===== config.mk =====
export PLATFORM = sky130hd
export DESIGN_NAME = modbus_slave_top
export DESIGN_NICKNAME = d
export VERILOG_FILES = /design/src/modbus_pkg.sv /design/src/holding_reg_bank.sv /design/src/modbus_crc16.sv /design/src/modbus_request_engine.sv /design/src/modbus_slave_top.sv /design/src/rtu_rx_framer.sv /design/src/rtu_silence_timer.sv /design/src/rtu_tx_sender.sv
export SDC_FILE = /design/constraint.sdc
export NUM_CORES = 1
export LEC_CHECK = 0
export ABC_AREA = 1
export BUFFER_PORTS_ARGS = -buffer_cell sky130_fd_sc_hd__buf_2
export CAP_MARGIN = 20
export CORE_AREA = 5 5 303 216
export DETAILED_ROUTE_END_ITERATION = 10
export DIE_AREA = 0 0 308 221
export GPL_TIMING_DRIVEN = 1
export PLACE_DENSITY = 0.54
export SYNTH_ARGS = -nofsm -noshare
export SYNTH_HDL_FRONTEND = slang
export SYNTH_SLANG_ARGS = --single-unit
export TNS_END_PERCENT = 100

===== constraint.sdc =====
create_clock -name clk -period 11.22 [get_ports clk]
set_input_delay 2.244 -clock clk [delete_from_list [all_inputs] [get_ports clk]]
set_output_delay 2.244 -clock clk [all_outputs]
set_load 0.03 [all_outputs]

===== src/modbus_pkg.sv =====
`default_nettype none

package modbus_pkg;

    // ==============================
    // Protocol constants
    // ==============================
    localparam logic [7:0] SLAVE_ADDR = 8'h01;

    localparam logic [7:0] FUNC_READ_HOLDING = 8'h03;
    localparam logic [7:0] FUNC_WRITE_SINGLE = 8'h06;

    // OR'd into the function code of an exception reply
    localparam logic [7:0] EXC_FLAG             = 8'h80;
    localparam logic [7:0] EXC_ILLEGAL_FUNCTION = 8'h01;
    localparam logic [7:0] EXC_DEVICE_FAILURE   = 8'h04;

    localparam logic [15:0] DISPENSE_ADDR = 16'h0100;

    // Request length including the two CRC bytes
    localparam int FRAME_BYTES = 8;

    // ==============================
    // Line timing, in clock cycles
    // ==============================
    localparam logic [15:0] GAP_START_CYCLES = 16'd35;
    localparam logic [15:0] GAP_END_CYCLES   = 16'd15;

    // CRC-16 Modbus, reflected form
    localparam logic [15:0] CRC_INIT = 16'hFFFF;
    localparam logic [15:0] CRC_POLY = 16'hA001;

    localparam int REG_INDEX_BITS = 4;

    // Request bytes 4 and 5, high byte first on the wire
    typedef union packed {
        logic [15:0] reg_count;
        logic [15:0] reg_value;
    } req_data_t;

endpackage

`default_nettype wire


===== src/holding_reg_bank.sv =====
`timescale 1ns/1ns
`default_nettype none

module holding_reg_bank
    import modbus_pkg::*;
(
    input  logic                      clk,
    input  logic                      rst,
    input  logic [REG_INDEX_BITS-1:0] reg_index,
    input  logic                      reg_wr_en,
    input  logic [15:0]               reg_wr_data,
    output logic [15:0]               reg_rd_data
);

    logic [15:0] regs [2**REG_INDEX_BITS];

    always_ff @(posedge clk) begin
        if (rst) begin
            for (int i = 0; i < 2**REG_INDEX_BITS; i++) begin
                regs[i] <= '0;
            end
        end else if (reg_wr_en) begin
            regs[reg_index] <= reg_wr_data;
        end
    end

    // Read in the same cycle as the request
    assign reg_rd_data = regs[reg_index];

endmodule

`default_nettype wire


===== src/modbus_crc16.sv =====
`timescale 1ns/1ns
`default_nettype none

module modbus_crc16
    import modbus_pkg::*;
(
    input  logic [15:0] crc_in,
    input  logic [7:0]  data_byte,
    output logic [15:0] crc_out
);

    logic [15:0] crc_work;

    // LSB-first, one bit per step
    always_comb begin
        crc_work = crc_in ^ {8'h00, data_byte};
        for (int i = 0; i < 8; i++) begin
            if (crc_work[0]) begin
                crc_work = (crc_work >> 1) ^ CRC_POLY;
            end else begin
                crc_work = crc_work >> 1;
            end
        end
        crc_out = crc_work;
    end

endmodule

`default_nettype wire


===== src/modbus_request_engine.sv =====
`timescale 1ns/1ns
`default_nettype none

module modbus_request_engine
    import modbus_pkg::*;
(
    input  logic                     clk,
    input  logic                     rst,
    input  logic                     frame_done,
    input  logic                     short_frame,
    input  logic                     crc_ok,
    input  logic [7:0]               rx_slave,
    input  logic [7:0]               rx_func,
    input  logic [15:0]              rx_reg_addr,
    input  req_data_t                rx_data_word,
    input  logic [8*FRAME_BYTES-1:0] frame_bytes,
    output logic [47:0]              resp_body,
    output logic [2:0]               resp_len,
    output logic                     resp_start,
    output logic [7:0]               func_code,
    output logic                     frame_error,
    output logic [3:0]               dispense_item,
    output logic                     dispense_cmd
);

    logic [REG_INDEX_BITS-1:0] reg_index;
    logic                      reg_wr_en;
    logic [15:0]               reg_wr_data;
    logic [15:0]               reg_rd_data;
    logic                      addr_match;
    logic                      served;
    logic                      dispense_hit;
    logic [47:0]               body_next;
    logic [2:0]                len_next;

    assign addr_match = (rx_slave == SLAVE_ADDR);

    // Addressed to us with a good CRC
    assign served = frame_done && addr_match && crc_ok;

    assign reg_index    = rx_reg_addr[REG_INDEX_BITS-1:0];
    assign reg_wr_en    = served && (rx_func == FUNC_WRITE_SINGLE);
    assign reg_wr_data  = rx_data_word.reg_value;
    assign dispense_hit = reg_wr_en && (rx_reg_addr == DISPENSE_ADDR);

    holding_reg_bank u_bank (
        .clk         (clk),
        .rst         (rst),
        .reg_index   (reg_index),
        .reg_wr_en   (reg_wr_en),
        .reg_wr_data (reg_wr_data),
        .reg_rd_data (reg_rd_data)
    );

    // ==============================
    // Response body, byte 0 lowest
    // ==============================
    always_comb begin
        body_next = '0;
        len_next  = 3'd3;
        if (!crc_ok) begin
            body_next[23:0] = {EXC_DEVICE_FAILURE, rx_func | EXC_FLAG, SLAVE_ADDR};
        end else begin
            case (rx_func)
                FUNC_READ_HOLDING: begin
                    // One register, so the byte count is always 2
                    body_next[39:0] = {reg_rd_data[7:0], reg_rd_data[15:8], 8'h02,
                                       FUNC_READ_HOLDING, SLAVE_ADDR};
                    len_next        = 3'd5;
                end
                FUNC_WRITE_SINGLE: begin
                    // Echo of the request without its CRC
                    body_next = frame_bytes[8*(FRAME_BYTES-2)-1:0];
                    len_next  = 3'd6;
                end
                default: begin
                    body_next[23:0] = {EXC_ILLEGAL_FUNCTION, rx_func | EXC_FLAG, SLAVE_ADDR};
                end
            endcase
        end
    end

    always_ff @(posedge clk) begin
        if (rst) begin
            resp_start    <= 1'b0;
            frame_error   <= 1'b0;
            dispense_cmd  <= 1'b0;
            dispense_item <= '0;
            func_code     <= '0;
        end else begin
            resp_start   <= frame_done && addr_match;
            frame_error  <= short_frame || (frame_done && addr_match && !crc_ok);
            dispense_cmd <= dispense_hit;
            if (dispense_hit) begin
                dispense_item <= rx_data_word.reg_value[3:0];
            end
            if (served) begin
                func_code <= rx_func;
            end
        end
    end

    // Foreign frames leave the last response untouched
    always_ff @(posedge clk) begin
        if (frame_done && addr_match) begin
            resp_body <= body_next;
            resp_len  <= len_next;
        end
    end

endmodule

`default_nettype wire


===== src/modbus_slave_top.sv =====
`timescale 1ns/1ns
`default_nettype none

module modbus_slave_top
    import modbus_pkg::*;
(
    input  logic       clk,
    input  logic       rst,
    input  logic [7:0] rx_data,
    input  logic       rx_valid,
    input  logic       tx_ready,
    output logic [7:0] tx_data,
    output logic       tx_valid,
    output logic [7:0] func_code,
    output logic       frame_error,
    output logic [3:0] dispense_item,
    output logic       dispense_cmd
);

    logic                     byte_seen;
    logic                     gap_end;
    logic                     gap_start;
    logic                     busy;
    logic                     frame_done;
    logic                     short_frame;
    logic                     crc_ok;
    logic [7:0]               rx_slave;
    logic [7:0]               rx_func;
    logic [15:0]              rx_reg_addr;
    req_data_t                rx_data_word;
    logic [8*FRAME_BYTES-1:0] frame_bytes;
    logic [47:0]              resp_body;
    logic [2:0]               resp_len;
    logic                     resp_start;

    rtu_silence_timer u_timer (
        .clk       (clk),
        .rst       (rst),
        .byte_seen (byte_seen),
        .gap_end   (gap_end),
        .gap_start (gap_start)
    );

    rtu_rx_framer u_framer (
        .clk          (clk),
        .rst          (rst),
        .rx_data      (rx_data),
        .rx_valid     (rx_valid),
        .gap_end      (gap_end),
        .gap_start    (gap_start),
        .busy         (busy),
        .byte_seen    (byte_seen),
        .frame_done   (frame_done),
        .short_frame  (short_frame),
        .crc_ok       (crc_ok),
        .rx_slave     (rx_slave),
        .rx_func      (rx_func),
        .rx_reg_addr  (rx_reg_addr),
        .rx_data_word (rx_data_word),
        .frame_bytes  (frame_bytes)
    );

    modbus_request_engine u_engine (
        .clk           (clk),
        .rst           (rst),
        .frame_done    (frame_done),
        .short_frame   (short_frame),
        .crc_ok        (crc_ok),
        .rx_slave      (rx_slave),
        .rx_func       (rx_func),
        .rx_reg_addr   (rx_reg_addr),
        .rx_data_word  (rx_data_word),
        .frame_bytes   (frame_bytes),
        .resp_body     (resp_body),
        .resp_len      (resp_len),
        .resp_start    (resp_start),
        .func_code     (func_code),
        .frame_error   (frame_error),
        .dispense_item (dispense_item),
        .dispense_cmd  (dispense_cmd)
    );

    rtu_tx_sender u_sender (
        .clk        (clk),
        .rst        (rst),
        .resp_body  (resp_body),
        .resp_len   (resp_len),
        .resp_start (resp_start),
        .gap_start  (gap_start),
        .tx_ready   (tx_ready),
        .tx_data    (tx_data),
        .tx_valid   (tx_valid),
        .busy       (busy)
    );

endmodule

`default_nettype wire


===== src/rtu_rx_framer.sv =====
`timescale 1ns/1ns
`default_nettype none

module rtu_rx_framer
    import modbus_pkg::*;
(
    input  logic                     clk,
    input  logic                     rst,
    input  logic [7:0]               rx_data,
    input  logic                     rx_valid,
    input  logic                     gap_end,
    input  logic                     gap_start,
    input  logic                     busy,
    output logic                     byte_seen,
    output logic                     frame_done,
    output logic                     short_frame,
    output logic                     crc_ok,
    output logic [7:0]               rx_slave,
    output logic [7:0]               rx_func,
    output logic [15:0]              rx_reg_addr,
    output req_data_t                rx_data_word,
    output logic [8*FRAME_BYTES-1:0] frame_bytes
);

    logic [$clog2(FRAME_BYTES)-1:0] byte_idx;
    logic                           receiving;
    logic                           done_pend;
    logic                           accept;
    logic [15:0]                    crc_q;
    logic [15:0]                    crc_next;
    logic [8*FRAME_BYTES-1:0]       frame_q;

    // Any byte outside a response restarts the silence count
    assign byte_seen = rx_valid && !busy;

    // First byte needs the full start gap
    assign accept = byte_seen && (receiving || gap_start);

    modbus_crc16 u_crc (
        .crc_in    (crc_q),
        .data_byte (rx_data),
        .crc_out   (crc_next)
    );

    // ==============================
    // Frame control
    // ==============================
    always_ff @(posedge clk) begin
        if (rst) begin
            receiving   <= 1'b0;
            byte_idx    <= '0;
            done_pend   <= 1'b0;
            crc_q       <= CRC_INIT;
            frame_done  <= 1'b0;
            short_frame <= 1'b0;
            crc_ok      <= 1'b0;
        end else begin
            done_pend   <= 1'b0;
            frame_done  <= 1'b0;
            short_frame <= 1'b0;
            if (accept) begin
                crc_q <= crc_next;
                if (byte_idx == ($clog2(FRAME_BYTES))'(FRAME_BYTES - 1)) begin
                    receiving <= 1'b0;
                    byte_idx  <= '0;
                    done_pend <= 1'b1;
                end else begin
                    receiving <= 1'b1;
                    byte_idx  <= byte_idx + 1'b1;
                end
            end else if (receiving && gap_end) begin
                // Line went quiet mid-frame
                receiving   <= 1'b0;
                byte_idx    <= '0;
                crc_q       <= CRC_INIT;
                short_frame <= 1'b1;
            end
            if (done_pend) begin
                // Residue over data plus CRC is zero for a good frame
                frame_done <= 1'b1;
                crc_ok     <= (crc_q == 16'h0000);
                crc_q      <= CRC_INIT;
            end
        end
    end

    always_ff @(posedge clk) begin
        if (accept) begin
            frame_q[8*byte_idx +: 8] <= rx_data;
        end
    end

    assign frame_bytes  = frame_q;
    assign rx_slave     = frame_q[7:0];
    assign rx_func      = frame_q[15:8];
    assign rx_reg_addr  = {frame_q[23:16], frame_q[31:24]};
    assign rx_data_word = {frame_q[39:32], frame_q[47:40]};

endmodule

`default_nettype wire


===== src/rtu_silence_timer.sv =====
`timescale 1ns/1ns
`default_nettype none

module rtu_silence_timer
    import modbus_pkg::*;
(
    input  logic clk,
    input  logic rst,
    input  logic byte_seen,
    output logic gap_end,
    output logic gap_start
);

    logic [15:0] idle_cnt;

    // Saturates once the start gap is reached
    always_ff @(posedge clk) begin
        if (rst) begin
            idle_cnt <= '0;
        end else if (byte_seen) begin
            idle_cnt <= '0;
        end else if (idle_cnt < GAP_START_CYCLES) begin
            idle_cnt <= idle_cnt + 16'd1;
        end
    end

    assign gap_end   = (idle_cnt >= GAP_END_CYCLES);
    assign gap_start = (idle_cnt >= GAP_START_CYCLES);

endmodule

`default_nettype wire


===== src/rtu_tx_sender.sv =====
`timescale 1ns/1ns
`default_nettype none

module rtu_tx_sender
    import modbus_pkg::*;
(
    input  logic        clk,
    input  logic        rst,
    input  logic [47:0] resp_body,
    input  logic [2:0]  resp_len,
    input  logic        resp_start,
    input  logic        gap_start,
    input  logic        tx_ready,
    output logic [7:0]  tx_data,
    output logic        tx_valid,
    output logic        busy
);

    logic        sending;
    logic [3:0]  idx;
    logic [3:0]  total;
    logic        send_now;
    logic [47:0] body_q;
    logic [2:0]  len_q;
    logic [15:0] crc_q;
    logic [15:0] crc_next;
    logic [7:0]  body_byte;
    logic [7:0]  tx_byte;

    // Body plus two CRC bytes
    assign total     = {1'b0, len_q} + 4'd2;
    assign send_now  = sending && (idx != total) && tx_ready && !tx_valid;
    assign body_byte = body_q[8*idx[2:0] +: 8];

    modbus_crc16 u_crc (
        .crc_in    (crc_q),
        .data_byte (body_byte),
        .crc_out   (crc_next)
    );

    // CRC goes out low byte first
    always_comb begin
        if (idx < {1'b0, len_q}) begin
            tx_byte = body_byte;
        end else if (idx == {1'b0, len_q}) begin
            tx_byte = crc_q[7:0];
        end else begin
            tx_byte = crc_q[15:8];
        end
    end

    always_ff @(posedge clk) begin
        if (rst) begin
            busy     <= 1'b0;
            sending  <= 1'b0;
            tx_valid <= 1'b0;
            idx      <= '0;
            crc_q    <= CRC_INIT;
        end else begin
            tx_valid <= 1'b0;
            if (!busy) begin
                if (resp_start) begin
                    busy  <= 1'b1;
                    idx   <= '0;
                    crc_q <= CRC_INIT;
                end
            end else if (!sending) begin
                sending <= gap_start;
            end else if (idx == total) begin
                busy    <= 1'b0;
                sending <= 1'b0;
            end else if (send_now) begin
                tx_valid <= 1'b1;
                idx      <= idx + 4'd1;
                if (idx < {1'b0, len_q}) begin
                    crc_q <= crc_next;
                end
            end
        end
    end

    always_ff @(posedge clk) begin
        if (!busy && resp_start) begin
            body_q <= resp_body;
            len_q  <= resp_len;
        end
        if (send_now) begin
            tx_data <= tx_byte;
        end
    end

endmodule

`default_nettype wire


### After elaboration in Yosys (flattened, before gate mapping)

Memory sizes are Yosys's and may differ from the RTL's. A register that Yosys moved wholly into a read port is not among the register bits.
Cells that the tools add are included.

| word-level totals | value |
|---|---|
| register bits | 252 |
| output and inout bits | 23 |
| bits in writable memories | 256 |
| word-level logic and storage cells | 161 |
| memories kept | 1 |
| input bits | 12 |

Memory list:

| memory | depth | width | rd ports | clocked after memory_dff | write ports | line | text |
|---|---|---|---|---|---|---|---|
| u_engine.u_bank.regs | 16 | 16 | 1 | 1 | 16 | holding_reg_bank.sv:15 | `logic [15:0] regs [2**REG_INDEX_BITS];` |

| operators by class | value |
|---|---|
| reductions and logical operators | 29 |
| mux-type cells | 60 |
| shift operators | 3 |
| magnitude comparators | 4 |
| add/sub/neg operators | 5 |
| equal/unequal tests | 12 |
| bitwise gates (word level) | 21 |

Operators with widths:

| kind | number |
|---|---|
| 16-bit 2-to-1 mux | 25 |
| 64-bit bitwise mux | 1 |
| 8-bit by 34-bit variable shift with 64-bit output (first input constant) | 1 |
| 8-bit by 34-bit indexed part select with 64-bit output | 1 |
| 2-bit inverter with 3-bit output | 16 |
| 24-bit one-hot mux with 2 select lines | 1 |
| 48-bit by 7-bit indexed part select with 8-bit output | 1 |
| 6-bit negation with 34-bit output | 1 |
| 16-bit one-hot mux with 2 select lines | 1 |
| 16-bit by 8-bit XOR with 16-bit output | 2 |
| 4-bit 2-to-1 mux | 7 |
| 1-bit 2-to-1 mux | 18 |
| 16-bit by 1-bit adder with 16-bit output (second input constant) | 1 |
| 16-bit by 9-bit equality test with 1-bit output (second input constant) | 1 |
| 16-bit by 4-bit >= comparator with 1-bit output (second input constant) | 1 |
| 16-bit by 6-bit >= comparator with 1-bit output (second input constant) | 1 |
| 16-bit zero test | 1 |
| 16-bit by 6-bit < comparator with 1-bit output (second input constant) | 1 |
| 8-bit 2-to-1 mux | 2 |
| 16-bit OR reduction | 1 |
| 15-bit 2-to-1 mux | 1 |
| 1-bit logical AND | 12 |
| 3-bit 2-to-1 mux | 3 |
| 8-bit by 1-bit equality test with 1-bit output (second input constant) | 1 |
| other kinds (21) | 33 |

### Longest topological paths before layout

Gate-level depths: netlist of run 1.

| logic depth | value |
|---|---|
| word-level depth | 23 |
| mapped depth | 21 |
| depth with buffers taken out | 19 |

### Hierarchy

A second synthesis of run 1 with hierarchy kept.

| unflattened totals | value |
|---|---|
| cells, all modules | 2666 |
| area, all modules | 24155.7 um^2 |

Modules (own cells, without submodules):

| module | seq. area each (um^2) | times used | area each (um^2) | cells an instance |
|---|---|---|---|---|
| holding_reg_bank | 7687.4 | 1 | 11986.5 | 1378 |
| rtu_rx_framer | 2402.3 | 1 | 4190.3 | 426 |
| rtu_tx_sender | 2232.1 | 1 | 3507.1 | 324 |
| modbus_request_engine | 1831.8 | 1 | 2869.0 | 316 |
| modbus_crc16 | 0.0 | 2 | 445.4 | 65 |
| rtu_silence_timer | 320.3 | 1 | 711.9 | 92 |

### Worst setup path before layout of run 1

No wires, ideal clock.

| timing | value |
|---|---|
| path kind | register to register |
| from | register u_framer.frame_q[7], in the netlist u_framer.frame_bytes[7] |
| to | memory u_engine.u_bank.regs[13][0] (enable) |
| required time | 10.848 ns |
| period minus slack after synthesis | 4.260 ns |
| arrival time | 3.889 ns |
| library setup time | 0.372 ns |
| path slack | 6.960 ns |
| stages on the path, launching flop included | 9 |
| buffers on the path | 1 |
| cells stage by stage | edfxtp_1 inv_2 nand3_2 nor4_4 nand2_1 nor4_2 nand2_1 clkbuf_1 nand2_1 |

RTL lines:

| what | line | text |
|---|---|---|
| start: declaration | rtu_rx_framer.sv:31 | `logic [8*FRAME_BYTES-1:0] frame_q;` |
| start signal: indexed assignment | rtu_rx_framer.sv:89 | `frame_q[8*byte_idx +: 8] <= rx_data;` |
| end: declaration | holding_reg_bank.sv:15 |  |

==> run_results.csv, run 1 <==
group,metric,value,unit
sta,maxSlewHeadroom,22.0,%
power,power_frac_comb,2.0,%
global_route,antenna_found_initial,0,
synth,synth_edf_count,414,
placement,port_buffers,34,
drt,vias,14878,
power,p_sw_share,20.4,%
setup_path,crit_path_max_fanout,40,
clock_tree,holdBufCountCts,0,
floorplan,coreArea,62300,um2
floorplan,dieArea,68100,um2
setup_path,crit_buf_inv,3,
outcome,outcome,"finished clean",
floorplan,num_io_pins,35,
sta,worst_pin_slew,1160,ps
placement,place_inst,2841,
layout,diodes,0,
power,finalPower,0.00374,W
placement,hpwlAfterDp,37900,um
clock_tree,path_clk_slew,60,ps
setup_path,critPathMostFrequentCell,"nand2_1",
synth,synth_nets,2101,
drt,dr.pass1.iters,5,
power,p_sw,0.000761,W
clock_tree,cts_max_path_buffers,3,
layout,syn2layout_area_growth,11.5,%
synth,yosys_warnings,0,
synth,syn_inst,2079,
global_route,grt_max_degree,97,
global_route,grt_pass1_vias,14156,
layout,finalNetCount,2090,
floorplan,fp.dieH,221,um
synth,ys.flop_type,"edfxtp_1",
run,drv_cap,0,
setup_path,crit_path_end_kind,"flip-flop",
global_route,grt_pass1_wl,85600,um
layout,drive_gt1_share,7.66,%
power,power_density,155,nW/um2
clock_tree,root_buffer,"clkbuf_16",
clock_tree,tritoncts,"yes",
clock_tree,numCtsBuffers,49,
sta,grt_setup_unrepaired,"false",
sta,skew,22.1,ps
sta,fin_crit,5540,ps
sta,finalCritPeriodShare,49.4,%
synth,ys_types,46,
floorplan,die_x,308,um
power,clkPwrFrac,43.3,%
synth,async_flop_share,0,%
synth,ys_ff_latch,496,
clock_tree,h-tree-depth,2,
global_route,grt_usage,16.3,%
setup_path,cp-start-kind,"input pin",
drt,antenna_left,0,
drt,wl,57400,um
floorplan,initial_core_util,34.7,%
synth,avgSynthCellArea,10.4,um2
global_route,globalRoute.totalOverflow,0,
hold_path,holdCritStartpoint,"u_engine.resp_body[27]",
layout,finalNonFillerCells,2931,
clock_tree,insertion_delay,580,ps
sta,maxSlewViolCount,0,
power,p_leak,8.84,nW
setup_path,cp_top_family,"simple AND/OR/NAND/NOR gates",
hold_path,holdCritPathClass,"reg -> reg",
drt,avgRoutedWirePerCell,19.6,um
drt,avgViaCountPerCell,5.08,
power,intPower,0.00298,W
power,irDropWorstVdd,0.104,mV
setup_path,cp.required,11410,ps
power,seqPwrFrac,54.7,%
setup_path,crit_slowest_cell,"nor4_2",
sta,hold_violations,0,
placement,place_congestion,0.879,
setup_path,cp.arrival,5740,ps
sta,fmax,180,MHz
drt,drc,0,
setup_path,reg2reg_from,"u_framer.frame_bytes[14]",
setup_path,max_stage_delay,900,ps
floorplan,rows,77,
clock_tree,post_cts_resized,0,
synth,synth_area,21600,um2
clock_tree,post_cts_buffers,0,
setup_path,crit_start,"rst",
clock_tree,cts.sinks,496,
drt,first_iter_violations,1726,
setup_path,path_cells,"buf_2 -> inv_1 -> buf_4 -> nand2_1 -> nor4_2 -> nand2_1 -> nand2_1",
sta,fin_setup_tns,0,ps
synth,seq_area_frac_synth,65.1,%
sta,setup_violations,0,
setup_path,path_class,"in -> reg",
## worst paths after layout
| check | slack [ps] | to | cells after the start |
|---|---|---|---|
| max | 5680 | u_engine.u_bank.regs[1][8] | 7 |
| min | 410 | u_sender.body_q[27] | 0 |
| max reg2reg | 7280 | u_engine.u_bank.regs[1][8] | 8 |
| min reg2reg | 410 | u_sender.body_q[27] | 0 |
## registers in the layout, indices dropped and copies added, names as in the netlist, 4 cells and up, named ones only
name	flops
u_sender.idx	4
u_engine.dispense_item	4
u_framer.frame_bytes	48
u_sender.body_q	48
u_sender.tx_data	8
u_engine.u_bank.regs	256
u_timer.idle_cnt	16
u_engine.resp_body	48
u_engine.func_code	8
u_sender.crc_q	16
u_framer.crc_q	16
## kinds of logic (layout without fill, tap and decap cells)
family | count (synthesis) | after routing | share of synthesized area, %
and+or+nand+nor | 793 | 793 | 15.3
DFF | 496 | 496 | 65.1
AOI/OAI and AO/OA | 358 | 358 | 8.98
buffers and inverters | 334 | 357 | 6.07
muxes | 64 | 64 | 2.97
xor gates and xnor gates | 24 | 24 | 0.973
adders and majority gates | 10 | 10 | 0.579
## cell type report
type	instances	area, um2
Fill cell	5961	38300
Sequential cell	496	14100
Multi-Input combinational cell	1249	6220
Clock buffer	60	1330
Tap cell	829	1040
Inverter	219	825
Timing Repair Buffer	53	369
Clock inverter	25	218
## metal layers
metal | vias to the layer above | share of wire [%] | global-route usage (%)
met2 | 511 | 44 | 24.4
met3 | 67 | 7.8 | 3.05
li1 | 7033 | - | -
met4 | 0 | 1.5 | 3.08
met1 | 7267 | 47 | 25.0
met5 | - | 0 | 0
## layout by cell type, fill, tap and decap left out, types with 12 or more instances in the layout
cell / Yosys / layout
nor2_1: 383 / 383
nand2_1: 262 / 262
edfxtp_1: 414 / 414
buf_4: 5 / 13
inv_1: 191 / 190
nor3_1: 15 / 15
clkinv_1: 19 / 30
o22ai_1: 22 / 22
a21oi_1: 97 / 97
mux2i_1: 64 / 64
o21ai_0: 191 / 191
dfxtp_1: 82 / 80
clkbuf_16: 0 / 51
nor4_1: 12 / 12
o211ai_1: 26 / 26
xnor2_1: 17 / 17
nand3_1: 83 / 83
buf_2: 17 / 35
## through the flow
| step | setup WS [ps] | utilization (%) | area, um2 | hold slack (ps) |
|---|---|---|---|---|
| floorplan | 6960 | - | 21600 | 400 |
| global placement | 5180 | 36.0 | 22400 | 400 |
| finish | 5680 | 38.6 | 24100 | 411 |
| detailed placement | 5070 | 36.1 | 22500 | 405 |
| CTS | 5670 | 38.5 | 24000 | 402 |
| global route | 5510 | 38.6 | 24100 | 411 |
## Yosys cell counts, types with 2 or more instances
cell,instances,area [um2]
buf_6,2,22.5
dfxtp_1,82,1640
o21ai_1,3,15.0
inv_2,8,30.0
nor2_1,383,1440
a21oi_1,97,485
nor3_1,15,75.1
mux2i_1,64,641
nand4_1,7,43.8
edfxtp_1,414,12400
xor2_1,7,61.3
nand2_1,262,983
o21a_1,2,15.0
nand2_2,11,68.8
buf_4,5,37.5
clkbuf_1,83,312
a32o_1,3,30.0
nor4_2,2,25.0
xnor2_1,17,149
or2_2,6,37.5
o211ai_1,26,195
o22ai_1,22,138
buf_1,8,30.0
nor2_2,2,12.5
a211oi_1,9,67.6
o21ai_0,191,956
nand3_1,83,415
nor3_4,2,32.5
inv_1,191,717
ha_1,10,125
nor4_4,2,42.5
clkinv_1,19,71.3
nor4_1,12,75.1
buf_2,17,85.1
## power by group through the flow
stage | clock [W] | combinational, W | sequential (W)
3_3_place_gp | 0 | 0.0000736 | 0.00208
2_1_floorplan | 0 | 0.0000485 | 0.00208
5_1_grt | 0.00172 | 0.0000838 | 0.00205
4_1_cts | 0.00164 | 0.0000756 | 0.00204
3_5_place_dp | 0 | 0.0000753 | 0.00208
6_report | 0.00162 | 0.0000762 | 0.00204
Power figures use the tool's default switching activity.
==> run 2, diff against run 1 <==
Settings changed: ABC_AREA 1 to 0.
Clock period 11.22 ns to 5.1 ns, I/O delays scaled along.
==> run 2 against run 1 <==
Clock power is 110% higher. Critical path depth grew 1. Via count decreased by 20%. Hold slack improved by 6.6 ps. Power is 120% higher. Register-to-register slack worse by 5800 ps. Wire length is 7.0% lower. Global-route usage shrank 0.86 points. Synthesized area fell by 0.29%. Critical path type is now reg -> reg. Highest routed layer unchanged.
==> run_results.csv, run 2 <==
group,metric,value,unit
layout,drive_gt1_share,17.6,%
sta,fmax,277,MHz
synth,synth.most_common_cell,"edfxtp_1",
power,p_leak,8.47,nW
clock_tree,path_clk_slew,60,ps
synth,muxShareOfSynthArea,10.7,%
setup_path,crit_start,"u_sender.idx[1]",
sta,maxSlewViolCount,0,
power,seqPwrFrac,55.8,%
setup_path,cp_top_family,"simple AND/OR/NAND/NOR gates",
drt,avgRoutedWirePerCell,22.4,um
setup_path,crit_path_max_fanout,18,
sta,finalCritPeriodShare,70.7,%
floorplan,coreArea,62300,um2
setup_path,cp.arrival,4050,ps
synth,yosys_warnings,0,
sta,setup_violations,0,
global_route,grt_pass1_vias,11836,
sta,maxSlewHeadroom,28.3,%
setup_path,crit_buf_inv,1,
setup_path,crit_path_end_kind,"flip-flop",
synth,synth_area,21500,um2
run,drv_cap,0,
global_route,grt_usage,15.5,%
setup_path,crit_slowest_cell,"dfxtp_1",
synth,yosys.area.top_type,"edfxtp_1",
layout,finalNetCount,1534,
floorplan,dieArea,68100,um2
floorplan,fp.dieH,221,um
synth,synth_compound_area_share,3.20,%
power,p_sw,0.00168,W
outcome,outcome,"finished clean",
setup_path,cp-start-kind,"flip-flop",
layout,final_common_cell,"edfxtp_1",
power,power_frac_comb,2.5,%
setup_path,r2r-end,"u_sender.crc_q[3]",
setup_path,cp.depth,8,
synth,synth_top_area_share,57.7,%
synth,synth_top_family_by_area,"simple AND/OR/NAND/NOR gates",
drt,drc,0,
global_route,grt_max_degree,53,
setup_path,path_cells,"ha_1 -> nor4b_1 -> nor3_1 -> buf_4 -> nand2_1 -> nand2_1 -> o21ai_0 -> nand2_1",
layout,finalNonFillerCells,2378,
sta,fin_setup_tns,0,ps
setup_path,timing.critical_path.to,"u_sender.crc_q[3]",
synth,synthXorXnorAreaFrac,2.34,%
placement,port_buffers,34,
synth,ys.flop_type,"edfxtp_1",
drt,dr.pass1.iters,7,
sta,worst_pin_slew,1070,ps
synth,async_flop_share,0,%
sta,skew,19.4,ps
power,power_density,334,nW/um2
clock_tree,h-tree-depth,2,
drt,wl,53400,um
setup_path,cp.required,5540,ps
layout,nFillCells,5755,
synth,synth_commonest_cells,"edfxtp_1, and2_1, dfxtp_1",
hold_path,hold_path_depth,0,
synth,avgSynthCellArea,14.5,um2
sta,fin_crit,3610,ps
floorplan,initial_core_util,34.6,%
clock_tree,tritoncts,"yes",
drt,avgViaCountPerCell,5.03,
layout,largest_reg_flops,256,
clock_tree,cts.sinks,496,
layout,syn2layout_area_growth,11.8,%
clock_tree,holdBufCountCts,0,
sta,hold_violations,0,
power,irDropWorstVdd,0.179,mV
floorplan,die_x,308,um
synth,ys_ff_latch,496,
layout,multi_input_area,6980,um2
clock_tree,post_cts_buffers,0,
synth,syn_inst,1487,
setup_path,r2r_slack,1490,ps
drt,first_iter_violations,1321,
setup_path,rr_worst_depth,8,
setup_path,path_class,"reg -> reg",
drt,vias,11967,
clock_tree,post_cts_resized,0,
power,intPower,0.00637,W
layout,ff_latch_area,14100,um2
synth,synth_nets,1509,
power,p_sw_share,20.8,%
clock_tree,cts_max_path_buffers,3,
synth,yosys.area_share.simple,15.6,%
layout,final_cell_mix,"edfxtp_1, and2_1, mux4_2",
clock_tree,root_buffer,"clkbuf_16",
floorplan,num_io_pins,35,
placement,hpwlAfterDp,34700,um
setup_path,critPathMostFrequentCell,"nand2_1",
hold_path,holdCritPathClass,"reg -> reg",
synth,synth_fa_ha_area_share,0.581,%
clock_tree,insertion_delay,590,ps
drt,antenna_left,0,
placement,place_congestion,0.823,
global_route,globalRoute.totalOverflow,0,
floorplan,rows,77,
setup_path,max_stage_delay,850,ps
global_route,grt_pass1_wl,79300,um
global_route,antenna_found_initial,4,
layout,top_register,"u_engine.u_bank.regs",
sta,grt_setup_unrepaired,"false",
synth,synth_edf_count,414,
clock_tree,numCtsBuffers,48,
synth,synth_area_leaders,"edfxtp_1, and2_1, mux4_2, dfxtp_1, xnor2_1",
synth,seq_area_frac_synth,65.3,%
synth,ys_types,62,
power,clkPwrFrac,41.7,%
setup_path,reg2reg_from,"u_sender.idx[1]",
placement,place_inst,2285,
==> run 2: cell types whose count changed after synthesis, sizes merged, moves of 25 or more <==
cell    before  now
o21ai      194   55
o211ai      26    1
and3         0   26
inv        200   17
nand3       84    7
a21oi       97   13
mux4         0   81
and2         0  301
nor2       386   87
nand2      273   64
mux2i       64   26
==> run 2: final cells by class <==
type,count,share of cell area [%]
Tap cell,829,4.31
Clock buffer,64,5.36
Multi-Input combinational cell,877,29.0
Antenna cell,2,0.0208
Sequential cell,496,58.4
Inverter,17,0.275
Timing Repair Buffer,72,2.03
Clock inverter,21,0.587
==> run 2: how the worst min path moves through the flow <==
stage                           startpoint             endpoint  slack (ps)
global placement    u_engine.resp_body[43]  u_sender.body_q[43]         400
CTS                 u_engine.resp_body[15]  u_sender.body_q[15]         420
floorplan            u_engine.resp_body[0]   u_sender.body_q[0]         400
detailed placement  u_engine.resp_body[21]  u_sender.body_q[21]         400
global route        u_engine.resp_body[43]  u_sender.body_q[43]         420
finish              u_engine.resp_body[23]  u_sender.body_q[23]         420
==> run 2: cells by family (layout without fill, tap and decap cells) <==
kind of cell             Yosys count  count (layout)
AO/OA/AOI/OAI                    109             109
adder cells (fa/ha/maj)           10              10
other                              0               2
AND/OR/NAND/NOR                  577             577
flip-flops                       496             496
buffers and inverters            114             174
multiplexers                     126             126
XOR/XNOR                          55              55
==> run 2: through the flow <==
| stage | total power [W] | worst slack, ps | hold WS, ps | instance area, um2 | util [%] |
|---|---|---|---|---|---|
| 3_3_place_gp | 0.00477 | 1590 | 400 | 22600 | 36.2 |
| 6_report | 0.00804 | 1490 | 418 | 24100 | 38.7 |
| 4_1_cts | 0.00813 | 1500 | 417 | 24000 | 38.5 |
| 5_1_grt | 0.00832 | 1130 | 424 | 24100 | 38.6 |
| 3_5_place_dp | 0.00478 | 1460 | 405 | 22600 | 36.2 |
| 2_1_floorplan | 0.00468 | 1410 | 400 | 21500 | - |
==> run 2: layer usage <==
layer	up-vias	track usage, %	wire (um)
met5	-	0	0
met4	0	3.48	908
met3	56	2.75	3280
met2	338	21.9	22800
met1	6061	24.7	26300
li1	5512	-	-
==> run 2: power by group through the flow <==
stage | Combinational (W) | Sequential, W | Clock (W)
final | 0.000205 | 0.00449 | 0.00335
after floorplan | 0.000116 | 0.00457 | 0
after detailed placement | 0.000206 | 0.00457 | 0
after global placement | 0.000204 | 0.00457 | 0
after global routing | 0.000217 | 0.00449 | 0.00361
after CTS | 0.000206 | 0.00449 | 0.00343
==> run 2: worst reg2reg max path, stage by stage, from the launching register on <==
cell and delay [ps]:
dfxtp_1 850, ha_1 400, nor4b_1 680, nor3_1 120, buf_4 220, nand2_1 410
nand2_1 420, o21ai_0 290, nand2_1 70
